[src/hdl/tgen_pkg.sv]
//========================================
// shared constants of the traffic generator
// packet header struct, data word struct
// bus word union, scheduler beat struct
//========================================
package tgen_pkg;

  //========================================
  // sizes
  //========================================
  localparam int N_PP       = 4;   // priority levels
  localparam int N_SRC      = 8;   // 0..3 reads, 4..7 writes
  localparam int SRC_W      = $clog2(N_SRC);
  localparam int ID_W       = 5;   // request id width
  localparam int POOL_DEPTH = 32;  // ids per pool, also max pending
  localparam int CNT_W      = $clog2(POOL_DEPTH) + 1;  // 0..32
  localparam int PER_W      = 7;   // enough for the longest period
  localparam int WR_BEATS   = 8;   // data words of a write
  localparam int BEAT_CNT_W = $clog2(WR_BEATS + 1);
  localparam int ADDR_W     = 39;  // byte address

  // periods in cycles, indexed by source
  localparam int SRC_PERIOD [N_SRC] = '{40, 33, 27, 21, 90, 75, 61, 50};

  //========================================
  // address window and field codes
  //========================================
  localparam logic [ADDR_W-1:0] ADDR_BASE = 39'h00_8000_0000;
  localparam logic [ADDR_W-1:0] ADDR_TOP  = ADDR_BASE + 39'd248;  // small window, wraps often
  localparam logic [ADDR_W-1:0] ADDR_STEP = 39'd8;

  localparam logic [1:0] HDR_TAG  = 2'b10;
  localparam logic [2:0] MODE_RD  = 3'd1;
  localparam logic [2:0] MODE_WR  = 3'd2;
  localparam logic [2:0] SID_RD   = 3'd4;  // upper sid bits
  localparam logic [2:0] SID_WR   = 3'd6;
  localparam logic [7:0] DAT_MARK = 8'hFF;

  typedef logic [ID_W-1:0]       id_t;
  typedef logic [SRC_W-1:0]      src_t;
  typedef logic [CNT_W-1:0]      cnt_t;
  typedef logic [PER_W-1:0]      per_t;
  typedef logic [BEAT_CNT_W-1:0] beat_cnt_t;
  typedef logic [ADDR_W-1:0]     addr_t;

  //========================================
  // bus words
  //========================================
  typedef struct packed {
    logic [1:0]  tag;   // always 10
    logic [1:0]  pp;
    logic [19:0] rsvd;
    logic [3:0]  sid;   // low bit is id msb
    logic [3:0]  rid;   // id low bits
    logic        len;   // 1 for long (write) packets
    logic [35:0] addr;  // byte address >> 3
    logic [2:0]  mode;
  } tgen_hdr_s;

  typedef struct packed {
    logic [7:0]  mark;
    logic [63:0] payload;
  } tgen_dat_s;

  // header when sof is set, data otherwise
  typedef union packed {
    tgen_hdr_s hdr;
    tgen_dat_s dat;
  } tgen_word_u;

  // one scheduler command per cycle
  typedef struct packed {
    logic            hdr;    // header beat, carries a grant
    logic            dat;    // data beat
    logic            is_wr;
    logic [1:0]      pp;
    logic [ID_W-1:0] id;
  } tgen_beat_s;

endpackage

[src/hdl/pkt_framer.sv]
//========================================
// output word builder
// address window, read/write data counters
//========================================
module pkt_framer (
  input  logic                 clk,
  input  logic                 rst,
  input  tgen_pkg::tgen_beat_s i_beat,
  output logic                 o_stb,
  output logic                 o_sof,
  output tgen_pkg::tgen_word_u o_data
);

  tgen_pkg::addr_t     addr;      // next packet address
  logic [63:0]         rd_cnt;    // reads sent so far
  logic [63:0]         wr_cnt;    // writes sent so far
  tgen_pkg::tgen_word_u nxt_word;

  //========================================
  // address and data counters
  //========================================
  always_ff @(posedge clk or posedge rst)
  begin
    if (rst)
    begin
      addr   <= tgen_pkg::ADDR_BASE;
      rd_cnt <= '0;
      wr_cnt <= '0;
    end
    else if (i_beat.hdr)
    begin
      // step by 8, wrap after the top
      if (addr >= tgen_pkg::ADDR_TOP)
        addr <= tgen_pkg::ADDR_BASE;
      else
        addr <= addr + tgen_pkg::ADDR_STEP;
      if (i_beat.is_wr)
        wr_cnt <= wr_cnt + 1'b1;
      else
        rd_cnt <= rd_cnt + 1'b1;
    end
  end

  //========================================
  // word build
  //========================================
  always_comb
  begin
    nxt_word = '0;
    if (i_beat.hdr)
    begin
      nxt_word.hdr.tag  = tgen_pkg::HDR_TAG;
      nxt_word.hdr.pp   = i_beat.pp;
      nxt_word.hdr.rsvd = '0;
      nxt_word.hdr.sid  = {i_beat.is_wr ? tgen_pkg::SID_WR : tgen_pkg::SID_RD,
                           i_beat.id[tgen_pkg::ID_W-1]};     // id msb
      nxt_word.hdr.rid  = i_beat.id[tgen_pkg::ID_W-2:0];
      nxt_word.hdr.len  = i_beat.is_wr;                     // long packet
      nxt_word.hdr.addr = addr[tgen_pkg::ADDR_W-1:3];
      nxt_word.hdr.mode = i_beat.is_wr ? tgen_pkg::MODE_WR : tgen_pkg::MODE_RD;
    end
    else if (i_beat.dat)
    begin
      // counter already bumped by the header
      nxt_word.dat.mark    = tgen_pkg::DAT_MARK;
      nxt_word.dat.payload = i_beat.is_wr ? wr_cnt : rd_cnt;
    end
  end

  // output strobes
  always_ff @(posedge clk or posedge rst)
  begin
    if (rst)
    begin
      o_stb <= 1'b0;
      o_sof <= 1'b0;
    end
    else
    begin
      o_stb <= i_beat.hdr | i_beat.dat;  // high across the packet
      o_sof <= i_beat.hdr;
    end
  end

  always_ff @(posedge clk)
  begin
    o_data <= nxt_word;
  end

endmodule

[src/hdl/pkt_sched.sv]
//========================================
// source selection and packet sequencing
// priority per kind, read/write alternation
// header and data beat fsm
//========================================
module pkt_sched (
  input  logic                                        clk,
  input  logic                                        rst,
  input  logic [tgen_pkg::N_SRC-1:0]                  i_pending,
  input  logic [tgen_pkg::N_SRC-1:0]                  i_avail,
  input  tgen_pkg::id_t [tgen_pkg::N_SRC-1:0]         i_head_id,
  input  logic [1:0]                                  i_rdy,      // bit0 reads, bit1 writes
  output logic [tgen_pkg::N_SRC-1:0]                  o_grant,
  output tgen_pkg::tgen_beat_s                        o_beat
);

  logic [tgen_pkg::N_SRC-1:0] elig;
  logic [tgen_pkg::N_PP-1:0]  rd_elig;
  logic [tgen_pkg::N_PP-1:0]  wr_elig;
  logic                       rd_any;
  logic                       wr_any;
  logic                       pick_wr;    // write wins this grant
  logic [1:0]                 sel_pp;
  tgen_pkg::src_t             sel_src;
  logic                       idle;
  logic                       go;         // grant this cycle
  tgen_pkg::beat_cnt_t        dat_left;   // data beats still to send
  logic                       cur_wr;     // kind of packet in flight
  logic                       prefer_wr;  // alternation flag

  // highest set bit wins
  function automatic logic [1:0] hi_pp(input logic [tgen_pkg::N_PP-1:0] v);
    logic [1:0] p;
    p = 2'd0;
    for (int k = 0; k < tgen_pkg::N_PP; k++)
      if (v[k])
        p = 2'(k);
    return p;
  endfunction

  //========================================
  // eligibility
  //========================================
  // ready of a kind only matters at the grant
  assign elig = i_pending & i_avail &
                {{tgen_pkg::N_PP{i_rdy[1]}}, {tgen_pkg::N_PP{i_rdy[0]}}};
  assign rd_elig = elig[tgen_pkg::N_PP-1:0];
  assign wr_elig = elig[tgen_pkg::N_SRC-1:tgen_pkg::N_PP];
  assign rd_any  = |rd_elig;
  assign wr_any  = |wr_elig;

  // other kind goes when only one is eligible
  assign pick_wr = wr_any && (prefer_wr || !rd_any);
  assign sel_pp  = pick_wr ? hi_pp(wr_elig) : hi_pp(rd_elig);
  assign sel_src = {pick_wr, sel_pp};

  // free once the last data beat is out, so packets run back to back
  assign idle = (dat_left == '0);
  assign go   = idle && (rd_any || wr_any);

  always_comb
  begin
    o_grant = '0;
    if (go)
      o_grant[sel_src] = 1'b1;  // one timer and one pool
  end

  //========================================
  // beat fsm
  //========================================
  always_ff @(posedge clk or posedge rst)
  begin
    if (rst)
    begin
      dat_left  <= '0;
      cur_wr    <= 1'b0;
      prefer_wr <= 1'b0;  // reads first
    end
    else if (go)
    begin
      dat_left  <= pick_wr ? tgen_pkg::beat_cnt_t'(tgen_pkg::WR_BEATS)
                           : tgen_pkg::beat_cnt_t'(1);
      cur_wr    <= pick_wr;
      prefer_wr <= !pick_wr;  // swap preference
    end
    else if (!idle)
      dat_left <= dat_left - 1'b1;
  end

  // command to the framer, registered there
  always_comb
  begin
    o_beat = '0;
    if (go)
    begin
      o_beat.hdr   = 1'b1;
      o_beat.is_wr = pick_wr;
      o_beat.pp    = sel_pp;
      o_beat.id    = i_head_id[sel_src];  // popped the same cycle
    end
    else if (!idle)
    begin
      o_beat.dat   = 1'b1;
      o_beat.is_wr = cur_wr;
    end
  end

endmodule

[src/hdl/req_timer.sv]
//========================================
// per-source request generator
// period counter and pending count
//========================================
module req_timer #(
  parameter int PERIOD = 40  // cycles between requests
) (
  input  logic clk,
  input  logic rst,
  input  logic i_grant,      // one request taken
  output logic o_pending
);

  tgen_pkg::per_t per_cnt;   // counts down to zero
  tgen_pkg::cnt_t pend_cnt;  // 0..32 requests waiting
  logic           at_zero;
  logic           full;
  logic           tick;

  assign at_zero = (per_cnt == '0);
  assign full    = (pend_cnt == tgen_pkg::POOL_DEPTH);
  // a grant in the same cycle frees the slot
  assign tick    = at_zero && (!full || i_grant);

  // period counter, parks at zero while full
  always_ff @(posedge clk or posedge rst)
  begin
    if (rst)
      per_cnt <= tgen_pkg::per_t'(PERIOD - 1);
    else if (tick)
      per_cnt <= tgen_pkg::per_t'(PERIOD - 1);  // reload
    else if (!at_zero)
      per_cnt <= per_cnt - 1'b1;
  end

  // pending requests
  always_ff @(posedge clk or posedge rst)
  begin
    if (rst)
      pend_cnt <= '0;
    else
    begin
      case ({tick, i_grant})
        2'b10:   pend_cnt <= pend_cnt + 1'b1;
        2'b01:   pend_cnt <= pend_cnt - 1'b1;
        default: pend_cnt <= pend_cnt;  // none or both
      endcase
    end
  end

  assign o_pending = (pend_cnt != '0);

endmodule

[src/hdl/rid_pool.sv]
//========================================
// per-source pool of request ids
// 32 deep circular fifo, self filling
//========================================
module rid_pool (
  input  logic                      clk,
  input  logic                      rst,
  input  logic                      i_ret,     // id comes back
  input  logic [tgen_pkg::ID_W-1:0] i_ret_id,
  input  logic                      i_pop,     // head id leaves
  output logic                      o_avail,
  output logic [tgen_pkg::ID_W-1:0] o_id
);

  tgen_pkg::id_t  mem [tgen_pkg::POOL_DEPTH];
  tgen_pkg::id_t  rd_ptr;
  tgen_pkg::id_t  wr_ptr;     // wraps at 32 by width
  tgen_pkg::cnt_t used;       // ids held
  tgen_pkg::cnt_t fill_cnt;   // start-up fill 0..32
  logic           fill_done;
  logic           push;
  logic           pop;
  tgen_pkg::id_t  push_id;

  assign fill_done = (fill_cnt == tgen_pkg::POOL_DEPTH);

  //========================================
  // push source mux
  //========================================
  // fill writes 0..31, then returns take over
  assign push    = fill_done ? i_ret : 1'b1;
  assign push_id = fill_done ? i_ret_id : fill_cnt[tgen_pkg::ID_W-1:0];
  assign pop     = i_pop && o_avail;  // never pop an empty pool

  // storage
  always_ff @(posedge clk)
  begin
    if (push)
      mem[wr_ptr] <= push_id;
  end

  //========================================
  // pointers and occupancy
  //========================================
  always_ff @(posedge clk or posedge rst)
  begin
    if (rst)
    begin
      rd_ptr   <= '0;
      wr_ptr   <= '0;
      used     <= '0;
      fill_cnt <= '0;
    end
    else
    begin
      if (!fill_done)
        fill_cnt <= fill_cnt + 1'b1;
      if (push)
        wr_ptr <= wr_ptr + 1'b1;
      if (pop)
        rd_ptr <= rd_ptr + 1'b1;
      case ({push, pop})
        2'b10:   used <= used + 1'b1;
        2'b01:   used <= used - 1'b1;
        default: used <= used;  // both honored, count unchanged
      endcase
    end
  end

  // empty until the fill is over
  assign o_avail = fill_done && (used != '0);
  assign o_id    = mem[rd_ptr];  // head of the fifo

endmodule

[src/hdl/tgen_top.sv]
//========================================
// traffic generator top
// timers, id pools, response decode,
// scheduler and framer
//========================================
module tgen_top (
  input  logic                 clk,
  input  logic                 rst,
  // response bus
  input  logic                 i_stb,
  input  logic                 i_sof,
  input  tgen_pkg::tgen_word_u i_data,
  // request bus
  output logic                 o_stb,
  output logic                 o_sof,
  output tgen_pkg::tgen_word_u o_data,
  input  logic [1:0]           i_rdy   // bit0 reads, bit1 writes
);

  logic [tgen_pkg::N_SRC-1:0]          pending;
  logic [tgen_pkg::N_SRC-1:0]          avail;
  tgen_pkg::id_t [tgen_pkg::N_SRC-1:0] head_id;
  logic [tgen_pkg::N_SRC-1:0]          grant;
  logic [tgen_pkg::N_SRC-1:0]          ret_stb;
  tgen_pkg::tgen_beat_s                beat;
  logic                                rsp_hit;
  logic                                rsp_wr;
  tgen_pkg::src_t                      rsp_src;
  tgen_pkg::id_t                       rsp_id;

  //========================================
  // response header decode
  //========================================
  assign rsp_hit = i_stb && i_sof;  // only headers count
  assign rsp_wr  = (i_data.hdr.mode == tgen_pkg::MODE_WR);  // other modes are reads
  assign rsp_src = {rsp_wr, i_data.hdr.pp};
  assign rsp_id  = {i_data.hdr.sid[0], i_data.hdr.rid};

  //========================================
  // per-source timer and pool
  //========================================
  for (genvar g = 0; g < tgen_pkg::N_SRC; g++)
  begin : g_src
    assign ret_stb[g] = rsp_hit && (rsp_src == g);

    req_timer #(
      .PERIOD (tgen_pkg::SRC_PERIOD[g])
    ) u_timer (
      .clk       (clk),
      .rst       (rst),
      .i_grant   (grant[g]),
      .o_pending (pending[g])
    );

    rid_pool u_pool (
      .clk      (clk),
      .rst      (rst),
      .i_ret    (ret_stb[g]),
      .i_ret_id (rsp_id),
      .i_pop    (grant[g]),
      .o_avail  (avail[g]),
      .o_id     (head_id[g])
    );
  end

  pkt_sched u_sched (
    .clk       (clk),
    .rst       (rst),
    .i_pending (pending),
    .i_avail   (avail),
    .i_head_id (head_id),
    .i_rdy     (i_rdy),
    .o_grant   (grant),
    .o_beat    (beat)
  );

  pkt_framer u_framer (
    .clk    (clk),
    .rst    (rst),
    .i_beat (beat),
    .o_stb  (o_stb),
    .o_sof  (o_sof),
    .o_data (o_data)
  );

endmodule

[config.mk]
export PLATFORM = sky130hd
export DESIGN_NAME = tgen_top
export DESIGN_NICKNAME = d
export VERILOG_FILES = /design/src/hdl/tgen_pkg.sv /design/src/hdl/pkt_framer.sv /design/src/hdl/pkt_sched.sv /design/src/hdl/req_timer.sv /design/src/hdl/rid_pool.sv /design/src/hdl/tgen_top.sv
export SDC_FILE = /design/constraint.sdc
export NUM_CORES = 2
export LEC_CHECK = 0
export ABC_AREA = 1
export BUFFER_PORTS_ARGS = -buffer_cell sky130_fd_sc_hd__buf_2
export CORE_MARGIN = 2
export CORE_UTILIZATION = 59
export CTS_CLUSTER_DIAMETER = 100
export DETAILED_ROUTE_END_ITERATION = 16
export HOLD_SLACK_MARGIN = 0.08
export PLACE_DENSITY = 0.87
export SETUP_SLACK_MARGIN = 0.3
export SLEW_MARGIN = 10
export SYNTH_ARGS = -nofsm -noshare
export SYNTH_HDL_FRONTEND = slang
export SYNTH_SLANG_ARGS = --single-unit
[constraint.sdc]
create_clock -name clk -period 31.7 [get_ports clk]
set_input_delay 4.755 -clock clk [delete_from_list [all_inputs] [get_ports clk]]
set_output_delay 4.755 -clock clk [all_outputs]
set_load 0.05 [all_outputs]
Word level (Yosys, flattened, before mapping)
Memory sizes are Yosys's and may differ from the RTL's.
Index checks and enable logic that the tools add are counted.
Storage, ports and cells
  memories kept: 8
  RAM bits: 1280
  register bits: 527
Memory list
  g_src[0].u_pool.mem: depth 32, width 5, rd ports 1, clocked after Yosys merged registers in 0, write ports 1, line rid_pool.sv:15  | tgen_pkg::id_t mem [tgen_pkg::POOL_DEPTH];
  g_src[1].u_pool.mem: depth 32, width 5, rd ports 1, clocked after Yosys merged registers in 0, write ports 1, line rid_pool.sv:15
  g_src[2].u_pool.mem: depth 32, width 5, rd ports 1, clocked after Yosys merged registers in 0, write ports 1, line rid_pool.sv:15
  g_src[3].u_pool.mem: depth 32, width 5, rd ports 1, clocked after Yosys merged registers in 0, write ports 1, line rid_pool.sv:15
  g_src[4].u_pool.mem: depth 32, width 5, rd ports 1, clocked after Yosys merged registers in 0, write ports 1, line rid_pool.sv:15
  g_src[5].u_pool.mem: depth 32, width 5, rd ports 1, clocked after Yosys merged registers in 0, write ports 1, line rid_pool.sv:15
  +2 memories
Cells by class
  equal/unequal tests: 65
  mux-type cells: 90
  reduce and logical (&&, ||, !) cells: 103
  add/sub/neg operators: 68
  bitwise gates (word level): 5
  order comparisons: 3
Operators by type and width (count)
  $pmux 6 s2: 16
  $add 6x1->6 const B: 24
  $add 64x1->64 const B: 2
  $mux 7: 17
  $eq 6x6->1 const B: 16
  $reduce_bool 6->1: 16
  $sub 6x1->6 const B: 16
  $add 5x1->5 const B: 16
  $mux 72: 1
  $mux 70: 1
  $mux 64: 1
  $logic_not 7->1: 8
  $sub 7x1->7 const B: 8
  $mux 5: 9
  $add 39x4->39 const B: 1
  $ge 39x32->1 const B: 1
  $mux 39: 1
  $logic_and 1x1->1: 36
  $eq 2x1->1 const B: 16
  $eq 2x2->1 const B: 16
  $reduce_bool 2->1: 16
  $mux 1: 30
  $ne 2x2->1 const B: 9
  $and 8x8->8: 2
  other kinds (20): 55

Depth between registers and ports, before layout
  depth in word-level cells: 18
  mapped depth: 28

Cells and area by module
A second synthesis with hierarchy kept.
Second synthesis, totals
  cells, all modules: 9135
  area total of the unflattened synthesis: 85782.3 um^2
Modules (own cells, without submodules)
  rid_pool (g_src[0].u_pool ...): cells each 810, area an instance 8235.4 um^2, times used 5
  rid_pool (g_src[6].u_pool ...): cells each 810, area an instance 8236.6 um^2, times used 2
  pkt_framer: cells each 1509, area an instance 11712.5 um^2, times used 1
  rid_pool (g_src[5].u_pool): cells each 813, area an instance 8252.9 um^2, times used 1
  pkt_sched: cells each 176, area an instance 1106.1 um^2, times used 1
  req_timer (g_src[7].u_timer): cells each 120, area an instance 908.4 um^2, times used 1
  req_timer (g_src[6].u_timer): cells each 119, area an instance 897.1 um^2, times used 1
  req_timer (g_src[4].u_timer): cells each 117, area an instance 873.3 um^2, times used 1
  req_timer (g_src[1].u_timer): cells each 117, area an instance 869.6 um^2, times used 1
  req_timer (g_src[0].u_timer): cells each 115, area an instance 857.1 um^2, times used 1
  req_timer (g_src[5].u_timer): cells each 118, area an instance 853.3 um^2, times used 1
  req_timer (g_src[3].u_timer): cells each 116, area an instance 852.1 um^2, times used 1
  req_timer (g_src[2].u_timer): cells each 117, area an instance 843.3 um^2, times used 1
  tgen_top: cells each 28, area an instance 106.4 um^2, times used 1

Least setup slack after synthesis
Ideal clock, no wire load.
  path kind: input -> register
  from: in i_rdy[0]
  to: reg g_src[1].u_pool.used[5]
  cell stages on the path: 21
  arrival time: 7.349 ns
  setup time: 0.079 ns
  required time: 31.621 ns
  setup slack: 24.272 ns
  buffers on the path: 1
  cells stage by stage: nand2_1 -> nor2_4 -> nor2_8 -> nand2_4 -> nand2_4 -> nand2_8 -> nand2_1 -> nand2_2 -> buf_6 -> nor2_4 -> ha_1 -> ha_1 -> a21oi_1 -> inv_1 -> a31oi_1 -> nor2_1 -> o21a_1 -> o21ai_0 -> nand2_1 -> nor2_1 -> xor2_1
On the way
  word-level cells in the longest chain between the ends: 14
Ends and longest elaborated chain
  start, declared: line tgen_top.sv:17  | input logic [1:0] i_rdy
  $and 8x8->8 *: line pkt_sched.sv:45  | assign elig = i_pending & i_avail &
  $reduce_or 4->1: line pkt_sched.sv:49  | assign rd_any = |rd_elig;
  $logic_not 1->1: line pkt_sched.sv:53  | assign pick_wr = wr_any && (prefer_wr || !rd_any);
  $logic_or 1x1->1: line pkt_sched.sv:53
  $logic_and 1x1->1: line pkt_sched.sv:53
  $mux 2: line pkt_sched.sv:54  | assign sel_pp = pick_wr ? hi_pp(wr_elig) : hi_pp(rd_elig);
  $lt 3x4->1 (implied by the code) or $ge 3x1->1 (tied branches): line pkt_sched.sv:65  | o_grant[sel_src] = 1'b1;
  $logic_and 1x1->1 (implied by the code): line pkt_sched.sv:65
  $mux 1 (implied by the code): line pkt_sched.sv:65
  $demux 1 s3
  $mux 8 *: line pkt_sched.sv:64  | if (go)
  $logic_and 1x1->1 *: line rid_pool.sv:33  | assign pop = i_pop && o_avail;
  named net g_src[1].u_pool.pop: line rid_pool.sv:22  | logic pop;
  $eq 2x1->1 or $eq 2x2->1 (tied branches): line rid_pool.sv:62  | case ({push, pop})
  $pmux 6 s2 or $reduce_bool 2->1 (tied branches)
  end signal, assigned: line rid_pool.sv:63  | 2'b10: used <= used + 1'b1;
  end signal, assigned: line rid_pool.sv:64  | 2'b01: used <= used - 1'b1;
  end signal, assigned: line rid_pool.sv:65  | default: used <= used;
  end, declared: line rid_pool.sv:18  | tgen_pkg::cnt_t used;
The timed path passes the listed nets; every way through them passes the cells marked *.
A chain may end at the register's enable or synchronous reset.

Final worst setup path
Same ends and word-level chain as after synthesis.

==> key figures <==
Worst setup path
  • CP max stage cell: sky130_fd_sc_hd__buf_4
  • Cell mode on critical path: sky130_fd_sc_hd__nor2_1
  • Reg2Reg Capture Point: g_src[1].u_pool.used[5]$_DFFE_PP0P_
  • Kind of end point of the critical path: register
  • Launch point of the worst reg-to-reg path: g_src[0].u_pool.fill_cnt[0]$_DFFE_PP0P_
  • Start-to-end type of the worst setup path: primary input to register
  • WP data arrival: 9.22 ns
  • Critical Path Source: i_rdy[0]
  • Worst Reg2Reg Path Length in Cells: 24
  • Biggest fanout along the worst timing path: 30
  • Critical path launch point type: primary input
  • Series of cell instances along the critical path: buf_2 -> nand2_1 -> nor2_2 -> nor2_1 -> nand2_4 -> nor2_2 -> nor2_8 -> buf_4 -> nand3_4 -> nor2_4 -> ha_1 -> ha_1 -> a21oi_1 -> inv_1 -> a31oi_1 -> nor2_1 -> o21a_1 -> o21ai_0 -> nand2_1 -> nor2_1 -> xor2_1
  • Worst stage delay on the critical path: 0.53 ns
  • Endpoint required time on the critical path: 32.43 ns
  • Worst reg-to-reg setup slack: 26.17 ns

Hold path
  • Worst Hold Depth: 1
  • Worst min-delay path category: register to register
  • Worst Hold Path EP: u_framer.rd_cnt[63]$_DFFE_PP0P_
  • Startpoint of the lowest-slack hold path: u_framer.rd_cnt[63]$_DFFE_PP0P_

Synthesis
  • Synth async-reset ratio: 25.1%
  • Area fraction of the dominant cell type after synthesis: 48.5%
  • Post-synthesis average cell area: 10.7 um^2
  • Fraction of the yosys area taken by sequential cells: 64.5%
  • Post-synth EDFFs: 1280
  • Synthesized netlist cell count: 7386
  • Cell accounting for the most synthesized area: sky130_fd_sc_hd__edfxtp_1
  • Library cell with the highest instance count after synthesis: sky130_fd_sc_hd__nor2_1
  • Mapped Area: 0.0793 mm^2
  • Number of warnings reported in the yosys synthesis log: 0
  • Number of distinct library cell variants in the gate-level netlist after synthesis: 59
  • Main area contributors after synthesis: sky130_fd_sc_hd__edfxtp_1 (48%), sky130_fd_sc_hd__dfrtp_1 (13%), sky130_fd_sc_hd__nor2_1 (6.2%), sky130_fd_sc_hd__o21ai_0 (5.7%), sky130_fd_sc_hd__nand2_1 (3.7%)
  • Commonest cells in the synthesized netlist: sky130_fd_sc_hd__nor2_1 (1302), sky130_fd_sc_hd__edfxtp_1 (1280), sky130_fd_sc_hd__o21ai_0 (897)
  • Most used flip-flop cell after synthesis: sky130_fd_sc_hd__edfxtp_1
  • Number of synthesized register bits: 1800
  • Net count after synthesis: 7617

STA
  • Final hold viol count: 0
  • Fmax achieved: 118 MHz
  • Total negative slack: 0 ns
  • Relative slew slack: 16.2%
  • Final setup violation count: 0
  • Fin crit share: 26.8%
  • Number of max-slew violations in the final report: 0
  • Final hold slack: 0.469 ns
  • Worst-case clock skew: 0.0374 ns
  • Least-Margin Pin Slew: 1.26 ns
  • Clock period minus worst slack: 8.49 ns
  • Unrepaired setup endpoints after global routing: false

Placement
  • Final HPWL from detailed placement: 121 mm
  • Placed instance area: 0.0815 mm^2
  • Number of placed cells counting well taps: 9015
  • Routability-driven placement congestion ratio: 0.958
  • Number of port buffers: 89

Final layout
  • Post-route standard cell area excluding fillers: 0.0873 mm^2
  • Fill cell instance count of the final layout: 9067
  • Number of nets in the finished design: 7656
  • Combined flip-flop and latch cell area: 0.0512 mm^2
  • Area of the multi-input gates: 0.0251 mm^2
  • Synth-to-layout area growth: 10.1%
  • Fraction of final layout cells sized beyond drive strength 1: 8.25%
  • Number of cells in the finished layout apart from fillers: 9348

GRT
  • Via count of the first global-routing pass: 57100
  • Overall Global Routing Usage: 28.2%
  • Largest net degree at the start of global routing: 128
  • Grt ovf: 0
  • Initial antenna violation count: 3
  • First-pass GRT wire length: 306 mm

Pwr
  • Static leakage: 32.8 nW
  • Design Power: 6.73 mW
  • Peak supply drop: 0.0000547 V
  • Cell area power density: 77.0 mW/mm^2

Floorplanning
  • Chip Height: 371 um
  • CORE AREA: 0.133 mm^2
  • I/O Pins: 152
  • Full die area: 0.137 mm^2
  • Initial core utilization: 59.4%
  • Die X: 371 um
  • Cell Rows: 134

CTS
  • Number of gates given a new drive strength after cts: 0
  • TritonCTS clock tree: built
  • Sink count of the clock tree: 1800
  • Clk Tree Root Cell: sky130_fd_sc_hd__clkbuf_16
  • Clock-pin slew on the worst setup and hold paths: 0.06 ns
  • Clock latency of the later-clocked register in the worst-skew pair: 0.82 ns
  • # Post-CTS Setup Buffers: 0
  • Hold Buf Count CTS: 0
  • Number of buffers on the longest clock path: 3
  • Inserted Clock Buffers: 176
  • Number of levels in the clock H-tree: 4

Routing
  • Antenna-violating nets left: 0
  • Detailed router's first-iteration violation count: 7934
  • Count of vias placed by the detailed router: 58100
  • Via-per-instance ratio: 6.22
  • Routed WL: 196 mm
  • Average wire length per cell after detail routing: 21.0 um
  • Router iterations before antenna repair: 8
  • Drc violations: 0

Run
  • Reported max-cap violation count: 0

Outcome
  • Run status: complete, no violations
==> sequential cells by signal, summed over array words and instances (netlist names) <==
| name | count |
|---|---|
| u_framer.rd_cnt | 64 |
| g_src.u_pool.wr_ptr | 40 |
| u_sched.dat_left | 4 |
| g_src.u_pool.mem | 1280 |
| g_src.u_timer.pend_cnt | 48 |
| g_src.u_pool.rd_ptr | 40 |
| u_framer.o_data | 68 |
| u_framer.addr | 36 |
| u_framer.o_stb | 1 |
| u_sched.prefer_wr | 1 |
| u_framer.wr_cnt | 64 |
| g_src.u_pool.fill_cnt | 48 |
| g_src.u_timer.per_cnt | 56 |
| u_framer.o_sof | 1 |
| g_src.u_pool.used | 48 |
| u_sched.cur_wr | 1 |
==> critical path, delay by kind of cell <==
kind / cells / cell delay [ns]
simple gates: 11 / 2.03
fa+ha+maj: 2 / 0.72
compound gates: 4 / 0.66
buf+inv: 3 / 0.80
xor+xnor: 1 / 0.17
==> area by class of cell <==
class / count / share of cell area, %
antenna: 2 / 0.00573
clock buffer: 251 / 5.75
multi-input combinational: 4733 / 28.7
tap: 1768 / 2.53
timing repair buffer: 161 / 1.14
clock inverter: 80 / 0.925
sequential: 1800 / 58.6
inverter: 553 / 2.39
==> cell usage in the layout (no fill, tap or decap), types with 18 or more instances in the layout <==
cell,instances
sky130_fd_sc_hd__ha_1,141
sky130_fd_sc_hd__o221ai_1,66
sky130_fd_sc_hd__nand2_1,788
sky130_fd_sc_hd__dfstp_2,25
sky130_fd_sc_hd__edfxtp_1,1280
sky130_fd_sc_hd__a21oi_1,185
sky130_fd_sc_hd__o21ai_2,36
sky130_fd_sc_hd__nand4_1,95
sky130_fd_sc_hd__xor2_1,241
sky130_fd_sc_hd__clkbuf_16,183
sky130_fd_sc_hd__xnor2_1,60
sky130_fd_sc_hd__o22ai_1,195
sky130_fd_sc_hd__nand3_1,349
sky130_fd_sc_hd__o21ai_0,857
sky130_fd_sc_hd__clkinv_2,24
sky130_fd_sc_hd__clkbuf_8,18
sky130_fd_sc_hd__nor3_1,105
sky130_fd_sc_hd__dfxtp_1,68
sky130_fd_sc_hd__or2_2,22
sky130_fd_sc_hd__o211ai_1,95
sky130_fd_sc_hd__nor4_1,35
sky130_fd_sc_hd__buf_2,89
sky130_fd_sc_hd__a31oi_1,25
sky130_fd_sc_hd__clkinv_1,28
sky130_fd_sc_hd__nor2_1,1302
sky130_fd_sc_hd__dfrtp_1,419
sky130_fd_sc_hd__inv_2,38
sky130_fd_sc_hd__buf_4,71
sky130_fd_sc_hd__clkbuf_1,48
sky130_fd_sc_hd__inv_1,508
==> kinds of logic (layout without fill, tap and decap cells) <==
| logic type | count (synthesis) | in the layout | synth area share, % |
|---|---|---|---|
| AND/OR/NAND/NOR | 2774 | 2774 | 14.9 |
| flip-flops | 1800 | 1800 | 64.5 |
| AO/OA/AOI/OAI | 1502 | 1502 | 10.6 |
| buffers and inverters | 853 | 1045 | 4.12 |
| XOR/XNOR | 302 | 302 | 3.35 |
| adder cells (fa/ha/maj) | 153 | 153 | 2.53 |
| multiplexers | 2 | 2 | 0.0268 |
| other | 0 | 2 | 0 |
==> metal layers <==
metal / track usage (%) / wire length, um
met5: 0 / 0
met2: 47.0 / 95300
met3: 5.13 / 19700
met4: 12.7 / 8760
met1: 36.0 / 72300
==> through the flow <==
stage / worst slack (ns) / util [%]
after floorplan: 14.39 / -
after global placement: 22.59 / 61.1
after detailed placement: 22.45 / 61.1
after CTS: 23.30 / 65.4
after global routing: 22.94 / 65.4
final: 23.21 / 65.4
==> worst max path at each step <==
stage / end / slack [ns] / cells after the start
finish: g_src[1].u_pool.used[5]$_DFFE_PP0P_ / 23.21 / 21
global route: g_src[1].u_pool.used[5]$_DFFE_PP0P_ / 22.94 / 21
CTS: g_src[1].u_pool.used[5]$_DFFE_PP0P_ / 23.30 / 21
detailed placement: g_src[1].u_pool.used[5]$_DFFE_PP0P_ / 22.45 / 21
global placement: g_src[1].u_pool.used[5]$_DFFE_PP0P_ / 22.59 / 21
floorplan: g_src[0].u_pool.fill_cnt[0]$_DFFE_PP0P_ / 14.39 / 1
==> where the power goes <==
| group | leakage (nW) | switching, mW | internal (mW) |
|---|---|---|---|
| logic | 12.4 | 1.33 | 0.500 |
| registers | 17.5 | 0.133 | 2.65 |
| clock network | 2.85 | 0.903 | 1.21 |
| total | 32.8 | 2.37 | 4.36 |
(Power assumes the default switching activity.)
